===== config.mk =====
export PLATFORM = sky130hd
export DESIGN_NAME = rx_dsp_top
export DESIGN_NICKNAME = d
export VERILOG_FILES = /design/src/rx_dsp_pkg.sv /design/src/rx_cfg_decode.sv /design/src/rx_ffe.sv /design/src/rx_slicer_pd.sv /design/src/rx_dsp_top.sv
export VERILOG_INCLUDE_DIRS = /design/src
export SDC_FILE = /design/constraint.sdc
export NUM_CORES = 1
export LEC_CHECK = 0
export BUFFER_PORTS_ARGS = -buffer_cell sky130_fd_sc_hd__buf_4
export CAP_MARGIN = 20
export CORE_MARGIN = 2
export CORE_UTILIZATION = 50
export CTS_CLUSTER_DIAMETER = 200
export CTS_CLUSTER_SIZE = 10
export DETAILED_ROUTE_END_ITERATION = 7
export HOLD_SLACK_MARGIN = 0.08
export PLACE_DENSITY = 0.67
export SLEW_MARGIN = 20
export SYNTH_ARGS = -nofsm -noshare
export SYNTH_HDL_FRONTEND = slang
export SYNTH_HIERARCHICAL = 1
export SYNTH_SLANG_ARGS = --single-unit

===== constraint.sdc =====
create_clock -name clk_i -period 8.1 [get_ports clk_i]
set_input_delay 0.405 -clock clk_i [delete_from_list [all_inputs] [get_ports clk_i]]
set_output_delay 0.405 -clock clk_i [all_outputs]
set_load 0.05 [all_outputs]

===== src/rx_dsp_macros.svh =====
`ifndef RX_DSP_MACROS_SVH
`define RX_DSP_MACROS_SVH

// equalizer depth, tap 0 is the newest code
`define RX_FFE_TAPS 4

// signed adc code width
`define RX_CODE_W 8

// signed tap weight width
`define RX_WEIGHT_W 8

// output right shift amount
`define RX_SHIFT_W 4

// saturated equalizer output
`define RX_RESULT_W 10

// four 8x8 products need two guard bits
`define RX_ACC_W 18

// phase interpolator code
`define RX_PI_W 8

// unsigned phase integrator, pi code is its top byte
`define RX_INT_W 16

// 64 >>> 6 gives unity gain on tap 0
`define RX_W0_RESET 64
`define RX_SHIFT_RESET 6

`endif


===== src/rx_dsp_pkg.sv =====
`default_nettype none

`include "rx_dsp_macros.svh"

package rx_dsp_pkg;

    // configuration opcodes
    typedef enum logic [1:0] {
        CFG_NOP      = 2'd0,
        CFG_WEIGHT   = 2'd1,
        CFG_SHIFT    = 2'd2,
        CFG_PI_CLEAR = 2'd3
    } cfg_op_e;

    // one configuration write, 12 bits
    typedef struct packed {
        cfg_op_e    op;
        // tap index, only used by weight writes
        logic [1:0] addr;
        // weight value or shift in the low bits
        logic [7:0] data;
    } cfg_cmd_t;

    // signed tap weight
    typedef logic signed [`RX_WEIGHT_W-1:0] weight_t;

    // live equalizer setting, 36 bits
    typedef struct packed {
        weight_t [`RX_FFE_TAPS-1:0]  weight;
        logic    [`RX_SHIFT_W-1:0]   shift;
    } ffe_cfg_t;

    // equalized sample with its strobe, 11 bits
    typedef struct packed {
        logic                           valid;
        logic signed [`RX_RESULT_W-1:0] value;
    } eq_sample_t;

endpackage

`default_nettype wire


===== src/rx_cfg_decode.sv =====
`timescale 1ns/1ps
`default_nettype none

`include "rx_dsp_macros.svh"

module rx_cfg_decode (
    input  wire logic                 clk_i,
    input  wire logic                 rst_n_i,
    input  wire rx_dsp_pkg::cfg_cmd_t cfg_i,
    input  wire logic                 cfg_valid_i,
    output rx_dsp_pkg::ffe_cfg_t      ffe_cfg_o,
    output logic                      pi_clear_o
);

    // the one copy of the equalizer setting
    rx_dsp_pkg::ffe_cfg_t cfg_d;
    rx_dsp_pkg::ffe_cfg_t cfg_q;
    logic                 pi_clear_d;

    // next-state decode of a single write
    always_comb begin
        cfg_d      = cfg_q;
        pi_clear_d = 1'b0;
        if (cfg_valid_i) begin
            unique case (cfg_i.op)
                rx_dsp_pkg::CFG_WEIGHT: begin
                    // addressed tap only
                    cfg_d.weight[cfg_i.addr] = $signed(cfg_i.data);
                end
                rx_dsp_pkg::CFG_SHIFT: begin
                    // low nibble holds the shift
                    cfg_d.shift = cfg_i.data[`RX_SHIFT_W-1:0];
                end
                rx_dsp_pkg::CFG_PI_CLEAR: begin
                    pi_clear_d = 1'b1;
                end
                rx_dsp_pkg::CFG_NOP: begin
                    // nothing changes
                    cfg_d = cfg_q;
                end
                default: begin
                    cfg_d = cfg_q;
                end
            endcase
        end
    end

    // weights and shift, reset to pass-through
    always_ff @(posedge clk_i or negedge rst_n_i) begin
        if (!rst_n_i) begin
            for (int k = 0; k < `RX_FFE_TAPS; k++) begin
                cfg_q.weight[k] <= '0;
            end
            // tap 0 at unity after the shift
            cfg_q.weight[0] <= rx_dsp_pkg::weight_t'(`RX_W0_RESET);
            cfg_q.shift     <= `RX_SHIFT_W'(`RX_SHIFT_RESET);
        end else begin
            cfg_q <= cfg_d;
        end
    end

    // single-cycle clear pulse for the phase detector
    always_ff @(posedge clk_i or negedge rst_n_i) begin
        if (!rst_n_i) begin
            pi_clear_o <= 1'b0;
        end else begin
            pi_clear_o <= pi_clear_d;
        end
    end

    // new setting is seen from the cycle after the write
    assign ffe_cfg_o = cfg_q;

endmodule

`default_nettype wire


===== src/rx_ffe.sv =====
`timescale 1ns/1ps
`default_nettype none

`include "rx_dsp_macros.svh"

module rx_ffe (
    input  wire logic                         clk_i,
    input  wire logic                         rst_n_i,
    input  wire logic signed [`RX_CODE_W-1:0] adc_code_i,
    input  wire logic                         adc_valid_i,
    input  wire rx_dsp_pkg::ffe_cfg_t         ffe_cfg_i,
    output rx_dsp_pkg::eq_sample_t            eq_o
);

    localparam int TAPS = `RX_FFE_TAPS;

    // output clamp limits, at accumulator width
    localparam logic signed [`RX_ACC_W-1:0] SAT_MAX = (2 ** (`RX_RESULT_W - 1)) - 1;
    localparam logic signed [`RX_ACC_W-1:0] SAT_MIN = -(2 ** (`RX_RESULT_W - 1));

    // older codes, hist_q[0] is the previous sample
    logic signed [`RX_CODE_W-1:0]   hist_q [TAPS-1];
    // tap view with the incoming code in front
    logic signed [`RX_CODE_W-1:0]   tap_code [TAPS];
    logic signed [`RX_ACC_W-1:0]    prod [TAPS];
    logic signed [`RX_ACC_W-1:0]    acc_d;

    // stage 1
    logic                           s1_valid_q;
    logic signed [`RX_ACC_W-1:0]    acc_q;
    logic [`RX_SHIFT_W-1:0]         shift_q;

    // stage 2
    logic signed [`RX_ACC_W-1:0]    shifted;
    logic signed [`RX_RESULT_W-1:0] sat_d;
    logic                           eq_valid_q;
    logic signed [`RX_RESULT_W-1:0] eq_value_q;

    // current code joins the history combinationally
    always_comb begin
        tap_code[0] = adc_code_i;
        for (int k = 1; k < TAPS; k++) begin
            tap_code[k] = hist_q[k-1];
        end
    end

    // signed products, summed at full width
    always_comb begin
        acc_d = '0;
        for (int k = 0; k < TAPS; k++) begin
            prod[k] = $signed(ffe_cfg_i.weight[k]) * tap_code[k];
            acc_d   = acc_d + prod[k];
        end
    end

    // code history, shifts only on a valid sample
    always_ff @(posedge clk_i or negedge rst_n_i) begin
        if (!rst_n_i) begin
            for (int k = 0; k < TAPS - 1; k++) begin
                hist_q[k] <= '0;
            end
        end else if (adc_valid_i) begin
            hist_q[0] <= adc_code_i;
            for (int k = 1; k < TAPS - 1; k++) begin
                hist_q[k] <= hist_q[k-1];
            end
        end
    end

    // valid pipe through both stages
    always_ff @(posedge clk_i or negedge rst_n_i) begin
        if (!rst_n_i) begin
            s1_valid_q <= 1'b0;
            eq_valid_q <= 1'b0;
        end else begin
            s1_valid_q <= adc_valid_i;
            eq_valid_q <= s1_valid_q;
        end
    end

    // shift travels with its sum so a write never splits a sample
    always_ff @(posedge clk_i) begin
        if (adc_valid_i) begin
            acc_q   <= acc_d;
            shift_q <= ffe_cfg_i.shift;
        end
    end

    // arithmetic shift then clamp to the output range
    always_comb begin
        shifted = acc_q >>> shift_q;
        if (shifted > SAT_MAX) begin
            sat_d = SAT_MAX[`RX_RESULT_W-1:0];
        end else if (shifted < SAT_MIN) begin
            sat_d = SAT_MIN[`RX_RESULT_W-1:0];
        end else begin
            sat_d = shifted[`RX_RESULT_W-1:0];
        end
    end

    always_ff @(posedge clk_i) begin
        if (s1_valid_q) begin
            eq_value_q <= sat_d;
        end
    end

    assign eq_o.valid = eq_valid_q;
    assign eq_o.value = eq_value_q;

endmodule

`default_nettype wire


===== src/rx_slicer_pd.sv =====
`timescale 1ns/1ps
`default_nettype none

`include "rx_dsp_macros.svh"

module rx_slicer_pd (
    input  wire logic                   clk_i,
    input  wire logic                   rst_n_i,
    input  wire rx_dsp_pkg::eq_sample_t eq_i,
    input  wire logic                   pi_clear_i,
    output logic                        data_o,
    output logic                        data_valid_o,
    output logic [`RX_PI_W-1:0]         pi_code_o
);

    // error spans two values of either sign
    localparam int ERR_W = `RX_RESULT_W + 2;
    // sum headroom for both saturation checks
    localparam int SUM_W = `RX_INT_W + 2;

    // mid-scale, top byte reads 128
    localparam logic [`RX_INT_W-1:0] INT_RESET = 1 << (`RX_INT_W - 1);
    localparam logic signed [SUM_W-1:0] INT_MAX = (2 ** `RX_INT_W) - 1;

    // previous value and decision pair
    logic signed [`RX_RESULT_W-1:0] prev_value_q;
    logic                           prev_dec_q;

    logic                           cur_dec;
    logic signed [ERR_W-1:0]        cur_ext;
    logic signed [ERR_W-1:0]        prev_ext;
    logic signed [ERR_W-1:0]        cur_term;
    logic signed [ERR_W-1:0]        prev_term;
    logic signed [ERR_W-1:0]        pd_err;

    logic signed [SUM_W-1:0]        int_sum;
    logic [`RX_INT_W-1:0]           int_d;
    logic [`RX_INT_W-1:0]           int_q;

    // sign slicer, zero counts as a 0
    assign cur_dec = (eq_i.value > 0);

    // mueller-muller: x[n]*d[n-1] - x[n-1]*d[n], with d as +1 or -1
    always_comb begin
        cur_ext   = ERR_W'(eq_i.value);
        prev_ext  = ERR_W'(prev_value_q);
        cur_term  = prev_dec_q ? cur_ext : -cur_ext;
        prev_term = cur_dec ? prev_ext : -prev_ext;
        pd_err    = cur_term - prev_term;
    end

    // integrate and clamp at both ends
    always_comb begin
        int_sum = $signed({2'b00, int_q}) + SUM_W'(pd_err);
        if (int_sum < 0) begin
            int_d = '0;
        end else if (int_sum > INT_MAX) begin
            int_d = '1;
        end else begin
            int_d = int_sum[`RX_INT_W-1:0];
        end
    end

    // clear wins over a sample in the same cycle
    always_ff @(posedge clk_i or negedge rst_n_i) begin
        if (!rst_n_i) begin
            int_q <= INT_RESET;
        end else if (pi_clear_i) begin
            int_q <= INT_RESET;
        end else if (eq_i.valid) begin
            int_q <= int_d;
        end
    end

    // previous-sample state restarts on clear as well
    always_ff @(posedge clk_i or negedge rst_n_i) begin
        if (!rst_n_i) begin
            prev_value_q <= '0;
            prev_dec_q   <= 1'b0;
        end else if (pi_clear_i) begin
            prev_value_q <= '0;
            prev_dec_q   <= 1'b0;
        end else if (eq_i.valid) begin
            prev_value_q <= eq_i.value;
            prev_dec_q   <= cur_dec;
        end
    end

    // recovered bit, one cycle after eq
    always_ff @(posedge clk_i or negedge rst_n_i) begin
        if (!rst_n_i) begin
            data_o       <= 1'b0;
            data_valid_o <= 1'b0;
        end else begin
            data_valid_o <= eq_i.valid;
            if (eq_i.valid) begin
                data_o <= cur_dec;
            end
        end
    end

    // updates on the same edge as data_o
    assign pi_code_o = int_q[`RX_INT_W-1 -: `RX_PI_W];

endmodule

`default_nettype wire


===== src/rx_dsp_top.sv =====
`timescale 1ns/1ps
`default_nettype none

`include "rx_dsp_macros.svh"

module rx_dsp_top (
    input  wire logic                         clk_i,
    input  wire logic                         rst_n_i,
    input  wire logic signed [`RX_CODE_W-1:0] adc_code_i,
    input  wire logic                         adc_valid_i,
    input  wire rx_dsp_pkg::cfg_cmd_t         cfg_i,
    input  wire logic                         cfg_valid_i,
    output rx_dsp_pkg::eq_sample_t            eq_o,
    output logic                              data_o,
    output logic                              data_valid_o,
    output logic [`RX_PI_W-1:0]               pi_code_o
);

    // decode to ffe
    rx_dsp_pkg::ffe_cfg_t   ffe_cfg;
    // decode to phase detector
    logic                   pi_clear;
    // ffe to slicer and out
    rx_dsp_pkg::eq_sample_t eq;

    // configuration writes
    rx_cfg_decode i_cfg_decode (
        .clk_i       (clk_i),
        .rst_n_i     (rst_n_i),
        .cfg_i       (cfg_i),
        .cfg_valid_i (cfg_valid_i),
        .ffe_cfg_o   (ffe_cfg),
        .pi_clear_o  (pi_clear)
    );

    // equalizer, two cycles
    rx_ffe i_ffe (
        .clk_i       (clk_i),
        .rst_n_i     (rst_n_i),
        .adc_code_i  (adc_code_i),
        .adc_valid_i (adc_valid_i),
        .ffe_cfg_i   (ffe_cfg),
        .eq_o        (eq)
    );

    // decision and phase tracking, one more cycle
    rx_slicer_pd i_slicer_pd (
        .clk_i        (clk_i),
        .rst_n_i      (rst_n_i),
        .eq_i         (eq),
        .pi_clear_i   (pi_clear),
        .data_o       (data_o),
        .data_valid_o (data_valid_o),
        .pi_code_o    (pi_code_o)
    );

    assign eq_o = eq;

endmodule

`default_nettype wire


; Word-level counts from Yosys, hierarchy flattened
; Cells that the tools add are included.
; Widths: inputs -> output; s select.
[classes]
reduce_logical = 4
n_shift = 1
multipliers = 4
muxes = 16
eq_ne = 3
magnitude_cmp = 7
add_sub_neg = 7
[ops]
columns = operator, count
row1 = $mul 8x8->16, 4
row2 = $mux 16, 4
row3 = $add 18x18->18, 3
row4 = $bwmux 32, 1
row5 = $mux 10, 3
row6 = $mux 12, 2
row7 = $neg 10->12, 2
row8 = $add 17x12->18, 1
row9 = $gt 18x10->1 const B, 1
row10 = $gt 18x17->1 const B, 1
row11 = $lt 18x1->1 const B, 1
row12 = $lt 18x10->1 const B, 1
row13 = $sshr 18x4->18, 1
row14 = $demux 8 s2, 1
row15 = $sub 12x12->12, 1
row16 = $gt 10x1->1 const B, 1
row17 = $mux 8, 1
row18 = $eq 2x2->1 const B, 2
row19 = $mux 1, 4
row20 = $reduce_and 2->1, 2
row21 = $lt 2x3->1 const B, 1
row22 = $eq 2x1->1 const B, 1
row23 = $ge 2x1->1 const B, 1
row24 = $reduce_bool 2->1, 1
row25 = $logic_and 1x1->1, 1
[word_totals]
word_cells = 61
reg_bits = 124
input_bits = 24
output_inout_bits = 21

; Depth between registers and ports, before layout
[logic_depth]
word_depth = 9
ltp_mapped = 27
ltp_nobuf = 25

; Cells and area by module
; Netlist, hierarchy kept.
[by_module_without_submodules]
columns = module, instances, cells_each, area_per_inst_um2
row1 = rx_ffe, 1, 1335, 13653.1
row2 = rx_slicer_pd, 1, 384, 3139.3
row3 = rx_cfg_decode, 1, 82, 1453.9

; Least setup slack after synthesis
; No wires, ideal clock.
[synth_path]
path_kind = reg-to-reg
start = register i_ffe/hist_q[18] (netlist name)
end = register i_ffe.acc_q[17] (data pin)
slack_ns = 1.481
arrival_time_ns = 6.359
stages_incl_launch_ff = 22
path_cell_list = dfrtp_1 clkbuf_1 nand2_1 fa_1 inv_1 fa_1 inv_1 fa_1 inv_1 fa_1 fa_1 fa_1 fa_1 inv_1 fa_1 inv_1 ha_1 o21ai_0 nand2b_1 and3_1 a221o_1 xnor2_1
[synth_between]
elab_chain_len = 4
[synth_rtl]
columns = item, line_no
row1 = start: declaration, rx_ffe.sv:22  ; logic signed [`RX_CODE_W-1:0] hist_q [TAPS-1];
row2 = start signal: indexed assignment, rx_ffe.sv:65  ; hist_q[k] <= hist_q[k-1];
row3 = $mul 8x8->16, rx_ffe.sv:51  ; prod[k] = $signed(ffe_cfg_i.weight[k]) * tap_code[k];
row4 = $add 18x18->18 (3 in a row), rx_ffe.sv:52  ; acc_d = acc_d + prod[k];
row5 = named net i_ffe.acc_d[17], rx_ffe.sv:26  ; logic signed [`RX_ACC_W-1:0] acc_d;
row6 = end signal: assignment, rx_ffe.sv:84  ; acc_q <= acc_d;
row7 = end: declaration, rx_ffe.sv:30  ; logic signed [`RX_ACC_W-1:0] acc_q;
; The timed path passes the listed nets, and every way through them passes these cells.
; A chain may end at the register's enable or synchronous reset.

; Final worst setup path
[layout_path]
start = register i_ffe/hist_q[19] (netlist name)
end = register i_ffe.acc_q[17] (data pin)
; Same word-level chain as after synthesis.

==> flow_metrics.tcl <==
set metrics [dict create \
    status "finished clean" \
    hold_class "input port to flop" \
    coreArea_um2 35700 \
    cpPeakStageDelay_ns 0.75 \
    post-route-period-util_pct 88.1 \
    r2r_cells 20 \
    yosysTopAreaCell "fa_1" \
    criticalPathCategory "flop to flop" \
    yosys-top-cells-area "fa_1, dfrtp_1, ha_1, inv_1, edfxtp_1" \
    vias 12400 \
    gp_congestion 0.893 \
    htreeDepth 4 \
    io_pins 45 \
    worstSetupStartpointType "flop" \
    crit_arrival_ns 7.30 \
    drc 0 \
    start_util_pct 51.1 \
    cp_data_required_time_ns 8.27 \
    cp_slowest_cell "fa_1" \
    critPathCaptureType "flop" \
    fin_nets 2298 \
    fmax_mhz 140 \
    cts_sinks 124 \
    firstDrtPassIters 5 \
    synth-async-reset-ratio_pct 74.2 \
    gr-total-overflow 0 \
    ant_nets 0 \
    place_inst 2268 \
    root_buffer "clkbuf_16" \
    cp_max_fo 10 \
    num_rows 69 \
    hold_viol 0 \
    dieHeight_um 195 \
    crit_chain "nand2_1 > fa_1 > inv_1 > fa_1 > inv_1 > fa_1 > inv_1 > fa_1 > fa_1 > fa_1 > fa_1 > inv_1 > fa_1 > inv_1 > ha_1 > o21ai_0 > nand2b_1 > and3_1 > a221o_1 > xnor2_1" \
    cts_setup_buffers 0 \
    grt_max_degree 49 \
    dp.final_hpwl_mm 34.7 \
    grt_first_pass_wirelength_mm 69.8 \
    syn_area_per_cell_um2 10.1 \
    synth_top_area_share_pct 35.1 \
    cts.clk_slew.worst_paths_ns 0.06 \
    insertion_delay_ns 0.44 \
    antenna_found_initial 0 \
    yosysSeqAreaShare_pct 17.9 \
    yosysUniqueCellTypes 76 \
    wl_mm 42.1 \
    netlist_area_um2 18200 \
    rsz0062_at_grt "false" \
    maxCapViolCount 0 \
    tightest_slew_ns 1.05 \
    syn-num-nets 2272 \
    syn_inst 1801 \
    synth-edff-count 32 \
    wl_per_cell_um 18.3 \
    relSlewSlack_pct 29.7 \
    final_cells 2301 \
    setup-tns-final_ns 0 \
    cts_buffers 17 \
    die_x_um 195 \
    fin_skew_ns 0.0111 \
    syn_to_final_growth_pct 7.14 \
    ys_warn_count 6 \
    drive_gt1_share_pct 9.57 \
    clk_path_buf_depth 2 \
    num_antenna_cells 0 \
    io_buffers 44 \
    grt_use_total_pct 23.8 \
    cts_tree "yes" \
    die_area_um2 38000 \
    hold_path_depth 2 \
    ys.flop_type "dfrtp_1" \
    setup_viol 0 \
    final_max_slew_viol_count 0 \
    first_iter_violations 621 \
    ys_ff_latch 124 \
    grt_pass1_vias 13200 \
    via_per_inst 5.37 \
    fin_crit_ns 7.13 \
    final.fill_count 3151 \
    crit_top_cell "fa_1" \
]
flip-flops by register name (all words and copies together) (netlist names), 4 cells and up:
register and cells:
i_slicer_pd/prev_value_q 10, i_ffe/shift_q 4, i_slicer_pd/int_q 16, i_ffe/hist_q 24, i_cfg_decode/ffe_cfg_o 36, i_ffe/eq_value_q 10, i_ffe/acc_q 18
cell type report:
class                      count  area [µm²]  share of cell area (%)
clock buffer                  18         450                    2.30
inverter                     412        1550                    7.91
clock inverter                14         140                   0.717
multi-input combinational   1225       13200                    67.6
timing repair buffer          47         355                    1.82
sequential                   124        3270                    16.7
tap                          461         577                    2.95
synth_stat cells, types with 5 or more instances:
cell	n
buf_6	5
nand2_1	141
clkbuf_1	22
a211oi_1	7
edfxtp_1	32
nor2_1	66
fa_1	320
nand3_1	5
dfrtp_1	88
o211ai_1	15
mux2_2	59
xor2_1	23
a21oi_1	37
inv_1	410
o21a_1	9
xnor2_1	39
a221o_1	8
nor2b_1	20
o21ai_0	45
a21o_1	10
and2_1	143
nand2b_1	23
nand4_1	6
mux2i_1	26
nor3_1	10
ha_1	127
mux2_4	11
buf_4	9
worst max-delay path, delay by kind of cell, from the launching register on:
family / cells / cell delay, ns
flops: 1 / 0.61
compound gates: 2 / 0.51
simple gates: 3 / 0.45
xor+xnor: 1 / 0.12
buf+inv: 5 / 0.31
fa+ha+maj: 9 / 4.85
cell families (layout without fill, tap and decap cells):
logic type	Yosys count	after routing	share of synthesized area [%]
multiplexers	102	102	6.54
AO/OA/AOI/OAI	172	172	6.27
adder cells (fa/ha/maj)	447	447	43.8
XOR/XNOR	64	64	3.23
AND/OR/NAND/NOR	440	440	12.5
buffers and inverters	452	491	9.70
flip-flops	124	124	17.9
layer usage:
metal	track usage, %	wire length (µm)	up-vias
li1	-	-	5638
met1	30.2	17400	6334
met2	41.4	21600	305
met3	3.37	1660	77
met4	9.16	1460	0
met5	0	0	-
per-stage QoR:
| step | hold WS (ns) | setup WS, ns | utilization [%] | instance area, µm² |
|---|---|---|---|---|
| floorplan | 0.109 | 1.48 | - | 18200 |
| global placement | 0.439 | 1.03 | 53.0 | 18900 |
| detailed placement | 0.438 | 0.994 | 53.0 | 18900 |
| CTS | 0.231 | 0.960 | 54.7 | 19500 |
| global route | 0.244 | 0.661 | 54.7 | 19500 |
| finish | 0.255 | 0.967 | 54.7 | 19500 |
final timing paths:
path | startpoint | to | slack (ns)
setup / recovery | i_ffe/hist_q[19] | i_ffe/acc_q[17] | 0.97
hold / removal | cfg_i[11] | i_cfg_decode/pi_clear_o | 0.25
setup reg to reg | i_ffe/hist_q[19] | i_ffe/acc_q[17] | 0.97
hold reg to reg | i_cfg_decode/ffe_cfg_o[0] | i_ffe/shift_q[0] | 0.45
max in group asynchronous | rst_n_i | i_cfg_decode/ffe_cfg_o[8] | 6.42
min in group asynchronous | rst_n_i | i_slicer_pd/prev_dec_q | 0.55
cell usage in the layout, fill, tap and decap left out, drive strengths merged, types with 5 or more instances in the layout:
cell type | netlist | final
fa | 320 | 320
o211ai | 15 | 15
a211oi | 8 | 8
nor2 | 68 | 68
nand2 | 142 | 142
a21oi | 37 | 37
a21o | 10 | 10
nand2b | 23 | 23
mux2 | 72 | 72
nand3 | 5 | 5
nand4 | 6 | 6
clkbuf | 22 | 18
mux2i | 27 | 27
dfrtp | 88 | 88
a221o | 8 | 8
inv | 412 | 423
o21ai | 49 | 49
o21a | 9 | 9
ha | 127 | 127
xor2 | 23 | 23
buf | 18 | 46
nor3 | 13 | 13
and2 | 143 | 143
edfxtp | 32 | 32
xnor2 | 39 | 39
nor2b | 20 | 20
repair_timing:
action	4_1_cts	5_1_grt
endpoints found under the hold margin	46	0
gates resized for setup	0	0
hold buffers	1	0
Power is not shown: default switching activity piles up to over one toggle a cycle in this logic, so the estimate is an artifact.
